===== src/rtl/dla_pkg.sv =====
`default_nettype none

package dla_pkg;

    // PE array geometry, channels per tile on each side
    localparam int unsigned PE_ROWS = 32;   // Input channels per tile
    localparam int unsigned PE_COLS = 32;   // Output channels per tile

    localparam int ADDR_W = 32;             // DMA address and length
    localparam int DIM_W  = 8;              // Spatial size
    localparam int CH_W   = 11;             // Channel count
    localparam int TILE_W = 6;              // Tile index and tile count

    // Fixed byte addresses of the global buffer regions
    localparam logic [ADDR_W-1:0] GLB_IFMAP_BASE  = 32'h0000_0000;
    localparam logic [ADDR_W-1:0] GLB_WEIGHT_BASE = 32'h0004_0000;
    localparam logic [ADDR_W-1:0] GLB_OPSUM_BASE  = 32'h0006_0000;

    typedef enum logic [1:0] {
        LT_PW  = 2'd0,                      // Pointwise, 1x1
        LT_DW  = 2'd1,                      // Depthwise 3x3
        LT_STD = 2'd2,                      // Standard 3x3
        LT_LIN = 2'd3                       // Fully connected
    } layer_type_e;

    // Which transfer the DMA generator forms
    typedef enum logic [1:0] {
        DK_IFMAP  = 2'd0,
        DK_WEIGHT = 2'd1,
        DK_OFMAP  = 2'd2
    } dma_kind_e;

endpackage

`default_nettype wire


===== src/rtl/dla_ifs.sv =====
`timescale 1ns/10ps
`default_nettype none

interface layer_if;
    logic                         valid;       // Descriptor held, layer in flight
    dla_pkg::layer_type_e         layer_type;
    logic [1:0]                   k_size;      // 1 or 3
    logic [dla_pkg::DIM_W-1:0]    out_r;
    logic [dla_pkg::DIM_W-1:0]    out_c;
    logic [dla_pkg::DIM_W-1:0]    in_r;
    logic [dla_pkg::DIM_W-1:0]    in_c;
    logic [dla_pkg::CH_W-1:0]     in_d;
    logic [dla_pkg::TILE_W-1:0]   tile_d_n;    // Input-channel tiles
    logic [dla_pkg::TILE_W-1:0]   tile_k_n;    // Output-channel tiles
    logic [dla_pkg::ADDR_W-1:0]   base_ifmap;
    logic [dla_pkg::ADDR_W-1:0]   base_weight;
    logic [dla_pkg::ADDR_W-1:0]   base_ofmap;

    modport src (output valid, layer_type, k_size, out_r, out_c, in_r, in_c, in_d,
                 tile_d_n, tile_k_n, base_ifmap, base_weight, base_ofmap);
    modport dst (input valid, layer_type, k_size, out_r, out_c, in_r, in_c, in_d,
                 tile_d_n, tile_k_n, base_ifmap, base_weight, base_ofmap);
endinterface

interface tile_if;
    logic                         clear;       // Restart both indices
    logic                         step;        // Advance to next tile
    logic [dla_pkg::TILE_W-1:0]   d_idx;
    logic [dla_pkg::TILE_W-1:0]   k_idx;
    logic                         last_d;
    logic                         last_tile;

    modport ctrl (output clear, step, input d_idx, k_idx, last_d, last_tile);
    modport cnt (input clear, step, output d_idx, k_idx, last_d, last_tile);
endinterface

`default_nettype wire


===== src/rtl/layer_decoder.sv =====
`timescale 1ns/10ps
`default_nettype none

module layer_decoder (
    input  logic                          clk,
    input  logic                          rst_n,
    input  logic                          uld_en_i,
    input  dla_pkg::layer_type_e          layer_type_i,
    input  logic [dla_pkg::DIM_W-1:0]     in_r_i,
    input  logic [dla_pkg::DIM_W-1:0]     in_c_i,
    input  logic [dla_pkg::CH_W-1:0]      in_d_i,
    input  logic [dla_pkg::CH_W-1:0]      out_k_i,
    input  logic [1:0]                    stride_i,
    input  logic [1:0]                    pad_t_i,
    input  logic [1:0]                    pad_b_i,
    input  logic [1:0]                    pad_l_i,
    input  logic [1:0]                    pad_r_i,
    input  logic [dla_pkg::ADDR_W-1:0]    base_ifmap_i,
    input  logic [dla_pkg::ADDR_W-1:0]    base_weight_i,
    input  logic [dla_pkg::ADDR_W-1:0]    base_ofmap_i,
    input  logic                          layer_done_i,
    layer_if.src                          ld
);

    logic                         take;
    logic [1:0]                   k_size_w;
    logic [dla_pkg::DIM_W:0]      span_r;      // Padded height minus kernel
    logic [dla_pkg::DIM_W:0]      span_c;
    logic [dla_pkg::DIM_W:0]      quot_r;
    logic [dla_pkg::DIM_W:0]      quot_c;
    logic [dla_pkg::CH_W-1:0]     d_tiles;
    logic [dla_pkg::CH_W-1:0]     k_tiles;

    // A descriptor in the same cycle as layer done starts the next layer
    assign take = uld_en_i && (!ld.valid || layer_done_i);

    always_comb begin
        case (layer_type_i)
            dla_pkg::LT_PW, dla_pkg::LT_LIN: k_size_w = 2'd1;
            default:                         k_size_w = 2'd3;
        endcase
    end

    assign span_r = {1'b0, in_r_i} + {{(dla_pkg::DIM_W-1){1'b0}}, pad_t_i}
                  + {{(dla_pkg::DIM_W-1){1'b0}}, pad_b_i}
                  - {{(dla_pkg::DIM_W-1){1'b0}}, k_size_w};
    assign span_c = {1'b0, in_c_i} + {{(dla_pkg::DIM_W-1){1'b0}}, pad_l_i}
                  + {{(dla_pkg::DIM_W-1){1'b0}}, pad_r_i}
                  - {{(dla_pkg::DIM_W-1){1'b0}}, k_size_w};
    assign quot_r = (stride_i == 2'd2) ? (span_r >> 1) : span_r;   // Stride is 1 or 2
    assign quot_c = (stride_i == 2'd2) ? (span_c >> 1) : span_c;

    // Ceiling division by the array size
    assign d_tiles = (in_d_i >> $clog2(dla_pkg::PE_ROWS))
                   + {{(dla_pkg::CH_W-1){1'b0}}, |in_d_i[$clog2(dla_pkg::PE_ROWS)-1:0]};
    assign k_tiles = (out_k_i >> $clog2(dla_pkg::PE_COLS))
                   + {{(dla_pkg::CH_W-1){1'b0}}, |out_k_i[$clog2(dla_pkg::PE_COLS)-1:0]};

    always_ff @(posedge clk or negedge rst_n) begin
        if (!rst_n) begin
            ld.valid <= 1'b0;
        end else if (take) begin
            ld.valid <= 1'b1;
        end else if (layer_done_i) begin
            ld.valid <= 1'b0;
        end
    end

    always_ff @(posedge clk) begin
        if (take) begin
            ld.layer_type  <= layer_type_i;
            ld.k_size      <= k_size_w;
            ld.in_r        <= in_r_i;
            ld.in_c        <= in_c_i;
            ld.in_d        <= in_d_i;
            ld.out_r       <= quot_r[dla_pkg::DIM_W-1:0] + 1'b1;
            ld.out_c       <= quot_c[dla_pkg::DIM_W-1:0] + 1'b1;
            ld.tile_d_n    <= d_tiles[dla_pkg::TILE_W-1:0];
            ld.tile_k_n    <= (layer_type_i == dla_pkg::LT_DW) ?
                              {{(dla_pkg::TILE_W-1){1'b0}}, 1'b1} :  // One group, channels in place
                              k_tiles[dla_pkg::TILE_W-1:0];
            ld.base_ifmap  <= base_ifmap_i;
            ld.base_weight <= base_weight_i;
            ld.base_ofmap  <= base_ofmap_i;
        end
    end

    a_stride_legal: assert property (@(posedge clk) disable iff (!rst_n)
        take |-> (stride_i == 2'd1 || stride_i == 2'd2));

endmodule

`default_nettype wire


===== src/rtl/tile_counter.sv =====
`timescale 1ns/10ps
`default_nettype none

module tile_counter (
    input  logic                          clk,
    input  logic                          rst_n,
    tile_if.cnt                           tc,
    input  logic [dla_pkg::TILE_W-1:0]    tile_d_n_i,
    input  logic [dla_pkg::TILE_W-1:0]    tile_k_n_i
);

    logic [dla_pkg::TILE_W-1:0] d_max;
    logic [dla_pkg::TILE_W-1:0] k_max;

    assign d_max = tile_d_n_i - 1'b1;
    assign k_max = tile_k_n_i - 1'b1;

    assign tc.last_d    = (tc.d_idx == d_max);
    assign tc.last_tile = tc.last_d && (tc.k_idx == k_max);

    // d is the inner loop, k the outer one
    always_ff @(posedge clk or negedge rst_n) begin
        if (!rst_n) begin
            tc.d_idx <= '0;
            tc.k_idx <= '0;
        end else if (tc.clear) begin
            tc.d_idx <= '0;
            tc.k_idx <= '0;
        end else if (tc.step) begin
            if (tc.last_d) begin
                tc.d_idx <= '0;               // Wrap into next output group
                tc.k_idx <= tc.k_idx + 1'b1;
            end else begin
                tc.d_idx <= tc.d_idx + 1'b1;
            end
        end
    end

    a_no_step_past_end: assert property (@(posedge clk) disable iff (!rst_n)
        tc.step |-> !tc.last_tile);

endmodule

`default_nettype wire


===== src/rtl/dma_cmd_gen.sv =====
`timescale 1ns/10ps
`default_nettype none

module dma_cmd_gen (
    input  dla_pkg::dma_kind_e            kind_i,
    layer_if.dst                          ld,
    input  logic [dla_pkg::TILE_W-1:0]    d_idx_i,
    input  logic [dla_pkg::TILE_W-1:0]    k_idx_i,
    output logic                          dma_read_o,
    output logic [dla_pkg::ADDR_W-1:0]    dma_src_o,
    output logic [dla_pkg::ADDR_W-1:0]    dma_dest_o,
    output logic [dla_pkg::ADDR_W-1:0]    dma_len_o
);

    logic [dla_pkg::ADDR_W-1:0] ks_x;
    logic [dla_pkg::ADDR_W-1:0] d_x;
    logic [dla_pkg::ADDR_W-1:0] k_x;
    logic [dla_pkg::ADDR_W-1:0] nd_x;
    logic [dla_pkg::ADDR_W-1:0] ifm_len;
    logic [dla_pkg::ADDR_W-1:0] wlen;         // One weight tile
    logic [dla_pkg::ADDR_W-1:0] olen;         // One output-channel group
    logic [dla_pkg::ADDR_W-1:0] w_src;
    logic [dla_pkg::ADDR_W-1:0] o_dest;

    assign ks_x = {{(dla_pkg::ADDR_W-2){1'b0}}, ld.k_size};
    assign d_x  = {{(dla_pkg::ADDR_W-dla_pkg::TILE_W){1'b0}}, d_idx_i};
    assign k_x  = {{(dla_pkg::ADDR_W-dla_pkg::TILE_W){1'b0}}, k_idx_i};
    assign nd_x = {{(dla_pkg::ADDR_W-dla_pkg::TILE_W){1'b0}}, ld.tile_d_n};

    assign ifm_len = {{(dla_pkg::ADDR_W-dla_pkg::DIM_W){1'b0}}, ld.in_r}
                   * {{(dla_pkg::ADDR_W-dla_pkg::DIM_W){1'b0}}, ld.in_c}
                   * {{(dla_pkg::ADDR_W-dla_pkg::CH_W){1'b0}}, ld.in_d};
    assign wlen    = ks_x * ks_x * dla_pkg::PE_ROWS * dla_pkg::PE_COLS;
    assign olen    = {{(dla_pkg::ADDR_W-dla_pkg::DIM_W){1'b0}}, ld.out_r}
                   * {{(dla_pkg::ADDR_W-dla_pkg::DIM_W){1'b0}}, ld.out_c}
                   * dla_pkg::PE_COLS;

    // Weights are stored k-major in DRAM, outputs one group after another
    assign w_src  = ld.base_weight + (k_x * nd_x + d_x) * wlen;
    assign o_dest = ld.base_ofmap + k_x * olen;

    always_comb begin
        dma_read_o = 1'b1;
        dma_src_o  = ld.base_ifmap;
        dma_dest_o = dla_pkg::GLB_IFMAP_BASE;
        dma_len_o  = ifm_len;
        case (kind_i)
            dla_pkg::DK_WEIGHT: begin
                dma_src_o  = w_src;
                dma_dest_o = dla_pkg::GLB_WEIGHT_BASE;
                dma_len_o  = wlen;
            end
            dla_pkg::DK_OFMAP: begin
                dma_read_o = 1'b0;            // Write back to DRAM
                dma_src_o  = dla_pkg::GLB_OPSUM_BASE;
                dma_dest_o = o_dest;
                dma_len_o  = olen;
            end
            default: ;
        endcase
    end

endmodule

`default_nettype wire


===== src/rtl/tile_scheduler_fsm.sv =====
`timescale 1ns/10ps
`default_nettype none

module tile_scheduler_fsm (
    input  logic                  clk,
    input  logic                  rst_n,
    layer_if.dst                  ld,
    tile_if.ctrl                  tc,
    input  logic                  dma_done_i,
    input  logic                  pass_done_i,
    output dla_pkg::dma_kind_e    dma_kind_o,
    output logic                  dma_valid_o,
    output logic                  pass_start_o,
    output logic                  layer_done_o,
    output logic                  busy_o
);

    typedef enum logic [3:0] {
        IDLE, LOAD_IFMAP, WAIT_IFMAP, LOAD_W, WAIT_W,
        PASS, WAIT_PASS, STORE, WAIT_STORE, DONE
    } state_e;

    state_e state;
    state_e state_nxt;
    logic   cmd_pending;                      // DMA command issued, not yet answered

    always_ff @(posedge clk or negedge rst_n) begin
        if (!rst_n) begin
            state <= IDLE;
        end else begin
            state <= state_nxt;
        end
    end

    always_comb begin
        state_nxt = state;
        case (state)
            IDLE:       if (ld.valid) state_nxt = LOAD_IFMAP;
            LOAD_IFMAP: state_nxt = WAIT_IFMAP;
            WAIT_IFMAP: if (dma_done_i) state_nxt = LOAD_W;
            LOAD_W:     state_nxt = WAIT_W;
            WAIT_W:     if (dma_done_i) state_nxt = PASS;
            PASS:       state_nxt = WAIT_PASS;
            WAIT_PASS:  if (pass_done_i) state_nxt = tc.last_d ? STORE : LOAD_W;
            STORE:      state_nxt = WAIT_STORE;
            WAIT_STORE: if (dma_done_i) state_nxt = tc.last_tile ? DONE : LOAD_W;
            DONE:       state_nxt = IDLE;
            default:    state_nxt = IDLE;
        endcase
    end

    // Kind stays put through the wait so the command fields hold
    always_comb begin
        case (state)
            IDLE, LOAD_IFMAP, WAIT_IFMAP: dma_kind_o = dla_pkg::DK_IFMAP;
            STORE, WAIT_STORE, DONE:      dma_kind_o = dla_pkg::DK_OFMAP;
            default:                      dma_kind_o = dla_pkg::DK_WEIGHT;
        endcase
    end

    assign dma_valid_o  = (state == LOAD_IFMAP) || (state == LOAD_W) || (state == STORE);
    assign pass_start_o = (state == PASS);
    assign layer_done_o = (state == DONE);
    assign busy_o       = ld.valid && (state != DONE);   // Drops with layer done

    assign tc.clear = (state == IDLE);
    assign tc.step  = (state == WAIT_PASS && pass_done_i && !tc.last_d)
                   || (state == WAIT_STORE && dma_done_i && !tc.last_tile);

    always_ff @(posedge clk or negedge rst_n) begin
        if (!rst_n) begin
            cmd_pending <= 1'b0;
        end else if (dma_valid_o) begin
            cmd_pending <= 1'b1;
        end else if (dma_done_i) begin
            cmd_pending <= 1'b0;
        end
    end

    a_one_cmd_outstanding: assert property (@(posedge clk) disable iff (!rst_n)
        dma_valid_o |-> !cmd_pending);

    // Idle means no descriptor held by the decoder
    a_no_pass_in_idle: assert property (@(posedge clk) disable iff (!rst_n)
        !busy_o |-> !pass_start_o);

    // Depthwise keeps all channels in one group, so its write-back ends the layer
    a_dw_single_group: assert property (@(posedge clk) disable iff (!rst_n)
        (state == STORE && ld.layer_type == dla_pkg::LT_DW) |-> tc.last_tile);

endmodule

`default_nettype wire


===== src/rtl/dla_controller.sv =====
`timescale 1ns/10ps
`default_nettype none

module dla_controller (
    input  logic                          clk,
    input  logic                          rst_n,
    input  logic                          uld_en_i,
    input  dla_pkg::layer_type_e          layer_type_i,
    input  logic [dla_pkg::DIM_W-1:0]     in_r_i,
    input  logic [dla_pkg::DIM_W-1:0]     in_c_i,
    input  logic [dla_pkg::CH_W-1:0]      in_d_i,
    input  logic [dla_pkg::CH_W-1:0]      out_k_i,
    input  logic [1:0]                    stride_i,
    input  logic [1:0]                    pad_t_i,
    input  logic [1:0]                    pad_b_i,
    input  logic [1:0]                    pad_l_i,
    input  logic [1:0]                    pad_r_i,
    input  logic [dla_pkg::ADDR_W-1:0]    base_ifmap_i,
    input  logic [dla_pkg::ADDR_W-1:0]    base_weight_i,
    input  logic [dla_pkg::ADDR_W-1:0]    base_ofmap_i,
    input  logic                          dma_done_i,
    input  logic                          pass_done_i,
    output logic                          dma_valid_o,
    output logic                          dma_read_o,
    output logic [dla_pkg::ADDR_W-1:0]    dma_src_o,
    output logic [dla_pkg::ADDR_W-1:0]    dma_dest_o,
    output logic [dla_pkg::ADDR_W-1:0]    dma_len_o,
    output logic                          pass_start_o,
    output logic [dla_pkg::TILE_W-1:0]    pass_k_o,
    output logic [dla_pkg::TILE_W-1:0]    pass_d_o,
    output logic                          layer_done_o,
    output logic                          busy_o
);

    dla_pkg::dma_kind_e dma_kind;

    layer_if ld_if ();
    tile_if  t_if ();

    layer_decoder u_decoder (
        .clk(clk), .rst_n(rst_n), .uld_en_i(uld_en_i), .layer_type_i(layer_type_i),
        .in_r_i(in_r_i), .in_c_i(in_c_i), .in_d_i(in_d_i), .out_k_i(out_k_i),
        .stride_i(stride_i),
        .pad_t_i(pad_t_i), .pad_b_i(pad_b_i), .pad_l_i(pad_l_i), .pad_r_i(pad_r_i),
        .base_ifmap_i(base_ifmap_i), .base_weight_i(base_weight_i),
        .base_ofmap_i(base_ofmap_i),
        .layer_done_i(layer_done_o),          // Frees the descriptor
        .ld(ld_if)
    );

    tile_counter u_counter (
        .clk(clk), .rst_n(rst_n), .tc(t_if),
        .tile_d_n_i(ld_if.tile_d_n), .tile_k_n_i(ld_if.tile_k_n)
    );

    tile_scheduler_fsm u_fsm (
        .clk(clk), .rst_n(rst_n), .ld(ld_if), .tc(t_if),
        .dma_done_i(dma_done_i), .pass_done_i(pass_done_i),
        .dma_kind_o(dma_kind), .dma_valid_o(dma_valid_o), .pass_start_o(pass_start_o),
        .layer_done_o(layer_done_o), .busy_o(busy_o)
    );

    dma_cmd_gen u_dma_gen (
        .kind_i(dma_kind), .ld(ld_if), .d_idx_i(t_if.d_idx), .k_idx_i(t_if.k_idx),
        .dma_read_o(dma_read_o), .dma_src_o(dma_src_o),
        .dma_dest_o(dma_dest_o), .dma_len_o(dma_len_o)
    );

    assign pass_k_o = t_if.k_idx;             // Held by the counter until pass done
    assign pass_d_o = t_if.d_idx;

endmodule

`default_nettype wire


===== config.mk =====
export PLATFORM = sky130hd
export DESIGN_NAME = dla_controller
export DESIGN_NICKNAME = d
export VERILOG_FILES = /design/src/rtl/dla_pkg.sv /design/src/rtl/dla_ifs.sv /design/src/rtl/layer_decoder.sv /design/src/rtl/tile_counter.sv /design/src/rtl/dma_cmd_gen.sv /design/src/rtl/tile_scheduler_fsm.sv /design/src/rtl/dla_controller.sv
export SDC_FILE = /design/constraint.sdc
export NUM_CORES = 1
export LEC_CHECK = 0
export BUFFER_PORTS_ARGS = -buffer_cell sky130_fd_sc_hd__buf_2
export CORE_MARGIN = 5
export CORE_UTILIZATION = 44
export DETAILED_ROUTE_END_ITERATION = 8
export PLACE_DENSITY = 0.71
export SETUP_SLACK_MARGIN = 0.4
export SYNTH_ARGS = -nofsm -noshare
export SYNTH_HDL_FRONTEND = slang
export SYNTH_SLANG_ARGS = --single-unit

===== constraint.sdc =====
create_clock -name clk -period 36.3 [get_ports clk]
set_input_delay 9.075 -clock clk [delete_from_list [all_inputs] [get_ports clk]]
set_output_delay 9.075 -clock clk [all_outputs]
set_load 0.01 [all_outputs]

==> summary.txt, run 1 <==
Logic synthesis
  – Post-synthesis xor/xnor area fraction: between 5 and 6%
  – FF+latch count, synth: around 170
  – Area contributors post-synth: fa_1 (22%), edfxtp_1 (18%), ha_1 (14%), and2_1 (6.0%), inv_1 (5.9%)
  – Number of distinct library cells after synthesis: between 80 and 90
  – FFs w/ async S/R, synth: approximately 10%
  – Mean Syn Cell Area: 9.12 sq um
  – Largest family of logic cells by synthesized area: adder cells
  – Synth area leader: fa_1
  – Synth Area in Compound Gates: between 10% and 20%
  – Top-area cell type share of the netlist area: between 20 and 25%
  – Synth Cell Area: about 0.025 sq mm
  – Commonest cells post-synth: inv_1 (397), nand2_1 (331), ha_1 (290), fa_1 (283), and2_1 (244)
  – Most frequent cell after synthesis: inv_1
  – Top FF cell, synth: edfxtp_1
  – Cell count after synthesis: between 2000 and 3000
  – Post-synthesis simple-gate area fraction: a little under a fifth
  – Post-Synth Adder-Cell Area: between 30 and 40%
  – Synthesis warning total: 0
  – Seq/Total Area, Yosys: 19.7%
  – Multiplexer share of the synthesized area: less than 1%
  – EDFF count, synth: roughly 150

GRT
  – First-pass GRT wire length: 102 mm
  – Number of global-route vias before repair: between 15000 and 20000
  – Initial antenna violation count: 5
  – Largest net degree at the start of global routing: 62
  – Gr ovfl total: 0
  – Total Routing Usage GR: between 10% and 20%

Timing
  – F_max: 51.6 MHz
  – Final setup vio count: 0
  – RSZ-0062 raised after global routing: false
  – Worst slew margin: 20.8%
  – Final min period: 19.37 ns
  – Final hold slack: roughly 0.63 ns
  – Worst Skew: 0.0311 ns
  – Count of pins over their slew limit: 0
  – Final hold vios: 0
  – Total negative slack: 0 ns
  – Period utilization: approximately 53%
  – Worst-margin pin slew: 1.18 ns

Place
  – Post-Place Cell Area: 0.0272 sq mm
  – DPL Wire Length: just under 50 mm
  – GPL Wtd Cong: roughly 0.89
  – Port bufs: ~260

Clock tree
  – Clock Path Buffers: 2
  – Cts bufs inserted: 17
  – Post-CTS Setup Bufs: 0
  – CTS root buf: clkbuf_16
  – CTS tree: yes
  – Clk Latency, worst-skew pair: just under 0.5 ns
  – Hold_buf cts: 0
  – CTS H-tree lvls: 4
  – PostCTS Resize Cnt: 0
  – Sink Count: 169
  – Register clock-pin slew on the reported worst setup and hold paths: roughly 0.070 ns

Hold path
  – Hold Path Class: reg2reg

Critical path
  – Worst EP required: ~27 ns
  – Top cell by count, worst path: fa_1
  – Crit path kind: reg2out
  – Critical Path AT: slightly above 10 ns
  – Slowest stage cell, crit path: o311ai_0
  – Worst stage delay on the critical path: 0.78 ns
  – CP max FO: 18
  – Critical Path Source Type: flop
  – Crit end category: output pin

Finish
  – Share of layout cells above drive strength 1: between 10 and 15%
  – Seq. cell area: around 0.005 sq mm
  – Post-layout util: between 40% and 50%
  – Fill count: approximately 5300
  – Multi-input logic area: approximately 0.018 sq mm
  – Nets: between 3000 and 4000
  – Final instance area: ~0.028 sq mm
  – P&R area growth vs syn: 9.98%

Detailed routing
  – Remaining DRCs: 0
  – DRT antenna net count: 0
  – DR iter-0 viols: 926
  – Vias: a little under 20000
  – Vias per cell: ~5.2
  – Final WL: about 62 mm
  – Wirelength per Cell: 16.5 um
  – Drt first pass iters: 6

Floorplan
  – Rows: just under 90
  – Chip width: roughly 250 um
  – Die ar.: between 0.06 and 0.07 sq mm
  – Initial Utilization: 44.6%
  – Die extent in y: roughly 250 um
  – Core Area: 0.0567 sq mm
  – Boundary Pins: between 200 and 300

Status
  – Status: finished clean

Run
  – MaxCap Viol Count: 0
-- flip-flops by register name, indices dropped and copies added (netlist names) --
name / cells
u_decoder.ld.base_ifmap: 32
u_decoder.ld.base_ofmap: 32
u_decoder.ld.base_weight: 32
u_decoder.ld.in_d: 11
u_decoder.ld.in_c: 8
u_decoder.ld.in_r: 8
u_decoder.ld.out_c: 8
u_decoder.ld.out_r: 8
u_counter.tc.d_idx: 6
u_counter.tc.k_idx: 6
u_decoder.ld.tile_d_n: 6
u_decoder.ld.tile_k_n: 6
u_fsm.state: 4
u_decoder.ld.k_size: 1
u_decoder.ld.valid: 1
-- final timing paths --
path	end	from	depth (start not counted)	slack, ns
setup / recovery	dma_len_o[26]	u_decoder.ld.in_r[0]	33	16.93
hold reg to reg	u_decoder.ld.valid	u_decoder.ld.valid	2	0.63
setup reg to reg	u_decoder.ld.out_c[5]	u_fsm.state[1]	6	32.71
hold / removal	u_decoder.ld.valid	u_decoder.ld.valid	2	0.63
max in group asynchronous	u_counter.tc.k_idx[4]	rst_n	1	27.51
min in group asynchronous	u_counter.tc.d_idx[5]	rst_n	1	8.50
-- critical path: cells and delay by family (launching register included) --
family / cells / cell delay [ns]
simple gates: 7 / 1.22
flops: 1 / 0.74
buf+inv: 7 / 0.51
xor+xnor: 2 / 0.90
compound gates: 6 / 1.65
fa+ha+maj: 11 / 4.81
-- logic make-up after synthesis --
kind of cell	Yosys count
simple gates	957
fa+ha+maj	573
buf+inv	496
compound gates	391
flops	169
xor+xnor	163
mux	24
other cells	1
-- cell type report --
cell class | instances | share of cell area (%)
Antenna cell | 2 | 0.0180
Clock buffer | 18 | 1.54
Clock inverter | 14 | 0.625
Inverter | 397 | 5.36
Multi-Input combinational cell | 2113 | 66.0
Sequential cell | 169 | 17.9
Tap cell | 756 | 3.40
Timing Repair Buffer | 275 | 5.10
-- placed cells by master (no fill, tap or decap), drive strengths merged, types with 65 or more instances in the layout --
master,count
nand2,331
a21oi,89
buf,275
inv,404
ha,290
xor2,65
nor2,124
and2,245
edfxtp,152
o21ai,108
xnor2,98
fa,283
-- per-layer routing --
layer  up-vias  GRT usage, %  wire [um]
li1       9505             -          -
met1      9414          27.6      28500
met2       547          32.0      28300
met3        68          4.28       3950
met4         6          4.67        989
met5         -             0         26
-- through the flow --
step | worst slack (ns) | std cells
4_1_cts | 16.94 | 3742
6_report | 16.93 | 3744
2_1_floorplan | 18.45 | 2778
5_1_grt | 16.24 | 3742
3_5_place_dp | 17.52 | 3710
3_3_place_gp | 17.66 | 3710
Power of run 1 is left out: the tool's default activity adds up to more than one toggle a clock period on the data nets, which glitch-free logic cannot reach.
==> run 2, diff against run 1 <==
==> constraint.sdc (replaced) <==
create_clock -name clk -period 19.3 [get_ports clk]
set_input_delay 4.825 -clock clk [delete_from_list [all_inputs] [get_ports clk]]
set_output_delay 4.825 -clock clk [all_outputs]
set_load 0.01 [all_outputs]
==> summary.txt, run 2 (synthesis results as in run 1) <==
Hold path
  – Hold path cells: 2 (unchanged)
  – Sink of the worst hold path: u_decoder.ld.valid (unchanged)
  – Min-delay src: u_decoder.ld.valid (unchanged)
  – Hold Path Class: reg2reg (unchanged)

Critical path
  – FF-to-FF Start: u_fsm.state[1] (unchanged)
  – Top cell by count, worst path: fa_1 (unchanged)
  – Worst stage delay on the critical path: 0.74 ns (was 0.78 ns)
  – Critical Path AT: 10.33 ns (was 10.29 ns)
  – Critical Path Source Type: flop (unchanged)
  – Worst R2R Setup Slack: 15.72 ns (was 32.71 ns)
  – FF-to-FF End: u_decoder.ld.in_c[5] (was u_decoder.ld.out_c[5])
  – Slowest stage cell, crit path: xor2_1 (was o311ai_0)
  – Crit end category: output pin (unchanged)
  – Worst Reg-to-Reg Cells: 6 (unchanged)
  – Worst EP required: 14.48 ns (was 27.23 ns)
  – CP max FO: 18 (unchanged)
  – Crit path kind: reg2out (unchanged)

Place
  – GPL Wtd Cong: 0.887 (about the same)
  – Port bufs: 258 (unchanged)
  – Pre-CTS WS: 4.72 ns (was 17.52 ns)
  – DPL Wire Length: 49.4 mm (was 49.7 mm)

Detailed routing
  – Wirelength per Cell: 16.5 um (about the same)
  – DR iter-0 viols: 973 (was 926)
  – Remaining DRCs: 0 (unchanged)
  – DRT antenna net count: 0 (unchanged)
  – Vias: 19500 (about the same)
  – Vias per cell: 5.21 (was 5.22)
  – Final WL: 61.7 mm (was 61.8 mm)
  – Drt first pass iters: 5 (was 6)

Timing
  – Total negative slack: 0 ns (unchanged)
  – Final hold slack: 0.605 ns (was 0.626 ns)
  – Worst-margin pin slew: 1.11 ns (was 1.18 ns)
  – Setup ws final: 4.15 ns (was 16.93 ns)
  – Final setup vio count: 0 (unchanged)
  – Period utilization: about four fifths
  – Worst Skew: 0.0161 ns (was 0.0311 ns)
  – Worst slew margin: 25.4% (was 20.8%)
  – Count of pins over their slew limit: 0 (unchanged)
  – Final hold vios: 0 (unchanged)
  – RSZ-0062 raised after global routing: false (unchanged)
  – Final min period: about 15 ns
  – F_max: approximately 66 MHz

Run
  – MaxCap Viol Count: 0 (unchanged)

Finish
  – P&R area growth vs syn: 9.99% (was 9.98%)
  – Most frequent cells in the layout: inv_1 (397), nand2_1 (329), ha_1 (290) (unchanged)
  – Leading cell type in the layout, fill and taps excluded: inv_1 (unchanged)
  – Nets: 3697 (unchanged)
  – Biggest regs: u_decoder.ld.base_ifmap x32, u_decoder.ld.base_ofmap x32, u_decoder.ld.base_weight x32 (unchanged)
  – Share of layout cells above drive strength 1: 11.4% (unchanged)

Clock tree
  – CTS tree: yes (unchanged)
  – Post-CTS Setup Bufs: 0 (unchanged)
  – Cts bufs inserted: 17 (unchanged)
  – CTS H-tree lvls: 4 (unchanged)
  – Clk Latency, worst-skew pair: 0.49 ns (about the same)
  – Register clock-pin slew on the reported worst setup and hold paths: 0.08 ns (was 0.07 ns)
  – Sink Count: 169 (unchanged)
  – Clock Path Buffers: 2 (unchanged)
  – PostCTS Resize Cnt: 0 (unchanged)
  – CTS root buf: clkbuf_16 (unchanged)
  – Hold_buf cts: 0 (unchanged)

Floorplan
  – Die ar.: 0.0624 sq mm (unchanged)
  – Die extent in y: 250 um (unchanged)
  – Core Area: 0.0567 sq mm (unchanged)
  – Initial Utilization: 44.6% (unchanged)
  – Boundary Pins: 264 (unchanged)
  – Rows: 87 (unchanged)
  – Chip width: 250 um (unchanged)

GRT
  – Number of global-route vias before repair: 19700 (was 19800)
  – First-pass GRT wire length: 102 mm (about the same)
  – Total Routing Usage GR: 19.9% (about the same)
  – Initial antenna violation count: 6 (was 5)
  – Gr ovfl total: 0 (unchanged)
  – Largest net degree at the start of global routing: 62 (unchanged)

Status
  – Status: finished clean (unchanged)
-- run 2: metrics by stage --
step                      utilization, %  cells  instance area (sq um)
final                               49.1   3745                  27800
after global routing                49.0   3742                  27800
after CTS                           49.0   3742                  27800
after detailed placement            48.0   3710                  27200
after global placement              48.0   3710                  27200
after floorplan                        -   2778                  25300
-- run 2: area by class of cell --
cell class,instances,area [sq um]
diodes,3,7.51
clock buffers,18,429
clock inverters,14,175
fillers,5377,28900
inverters,397,1490
multi-input cells,2113,18400
flip-flops and latches,169,4990
well taps,756,946
repair buffers,275,1420
-- run 2: worst max-delay path by stage --
stage               cells after the start        endpoint                   from  slack (ns)
CTS                                    32   dma_len_o[26]   u_decoder.ld.in_r[3]        4.17
detailed placement                     32   dma_len_o[26]   u_decoder.ld.in_r[3]        4.72
global placement                       36  dma_dest_o[23]  u_decoder.ld.out_r[0]        4.91
global route                           34   dma_len_o[26]   u_decoder.ld.in_r[0]        3.54
finish                                 33   dma_len_o[26]   u_decoder.ld.in_r[0]        4.15
floorplan                              36  dma_dest_o[31]  u_decoder.ld.out_r[0]        5.70
-- run 2: worst max-delay path: cells and delay by family (launching register included) --
| family | cells | cell delay, ns |
|---|---|---|
| AOI/OAI and AO/OA | 6 | 1.64 |
| xor gates and xnor gates | 2 | 0.93 |
| adders and majority gates | 11 | 4.82 |
| buffers and inverters | 7 | 0.53 |
| DFF | 1 | 0.70 |
| and+or+nand+nor | 7 | 1.20 |
-- run 2: layer usage --
metal | share of wire (%) | track usage [%] | up-vias
li1 | - | - | 9527
met4 | 1.8 | 5.38 | 6
met1 | 46 | 27.8 | 9385
met3 | 6.5 | 3.78 | 57
met2 | 46 | 31.9 | 535
met5 | 0.044 | 0 | -
Power of run 2 is left out for the same reason.
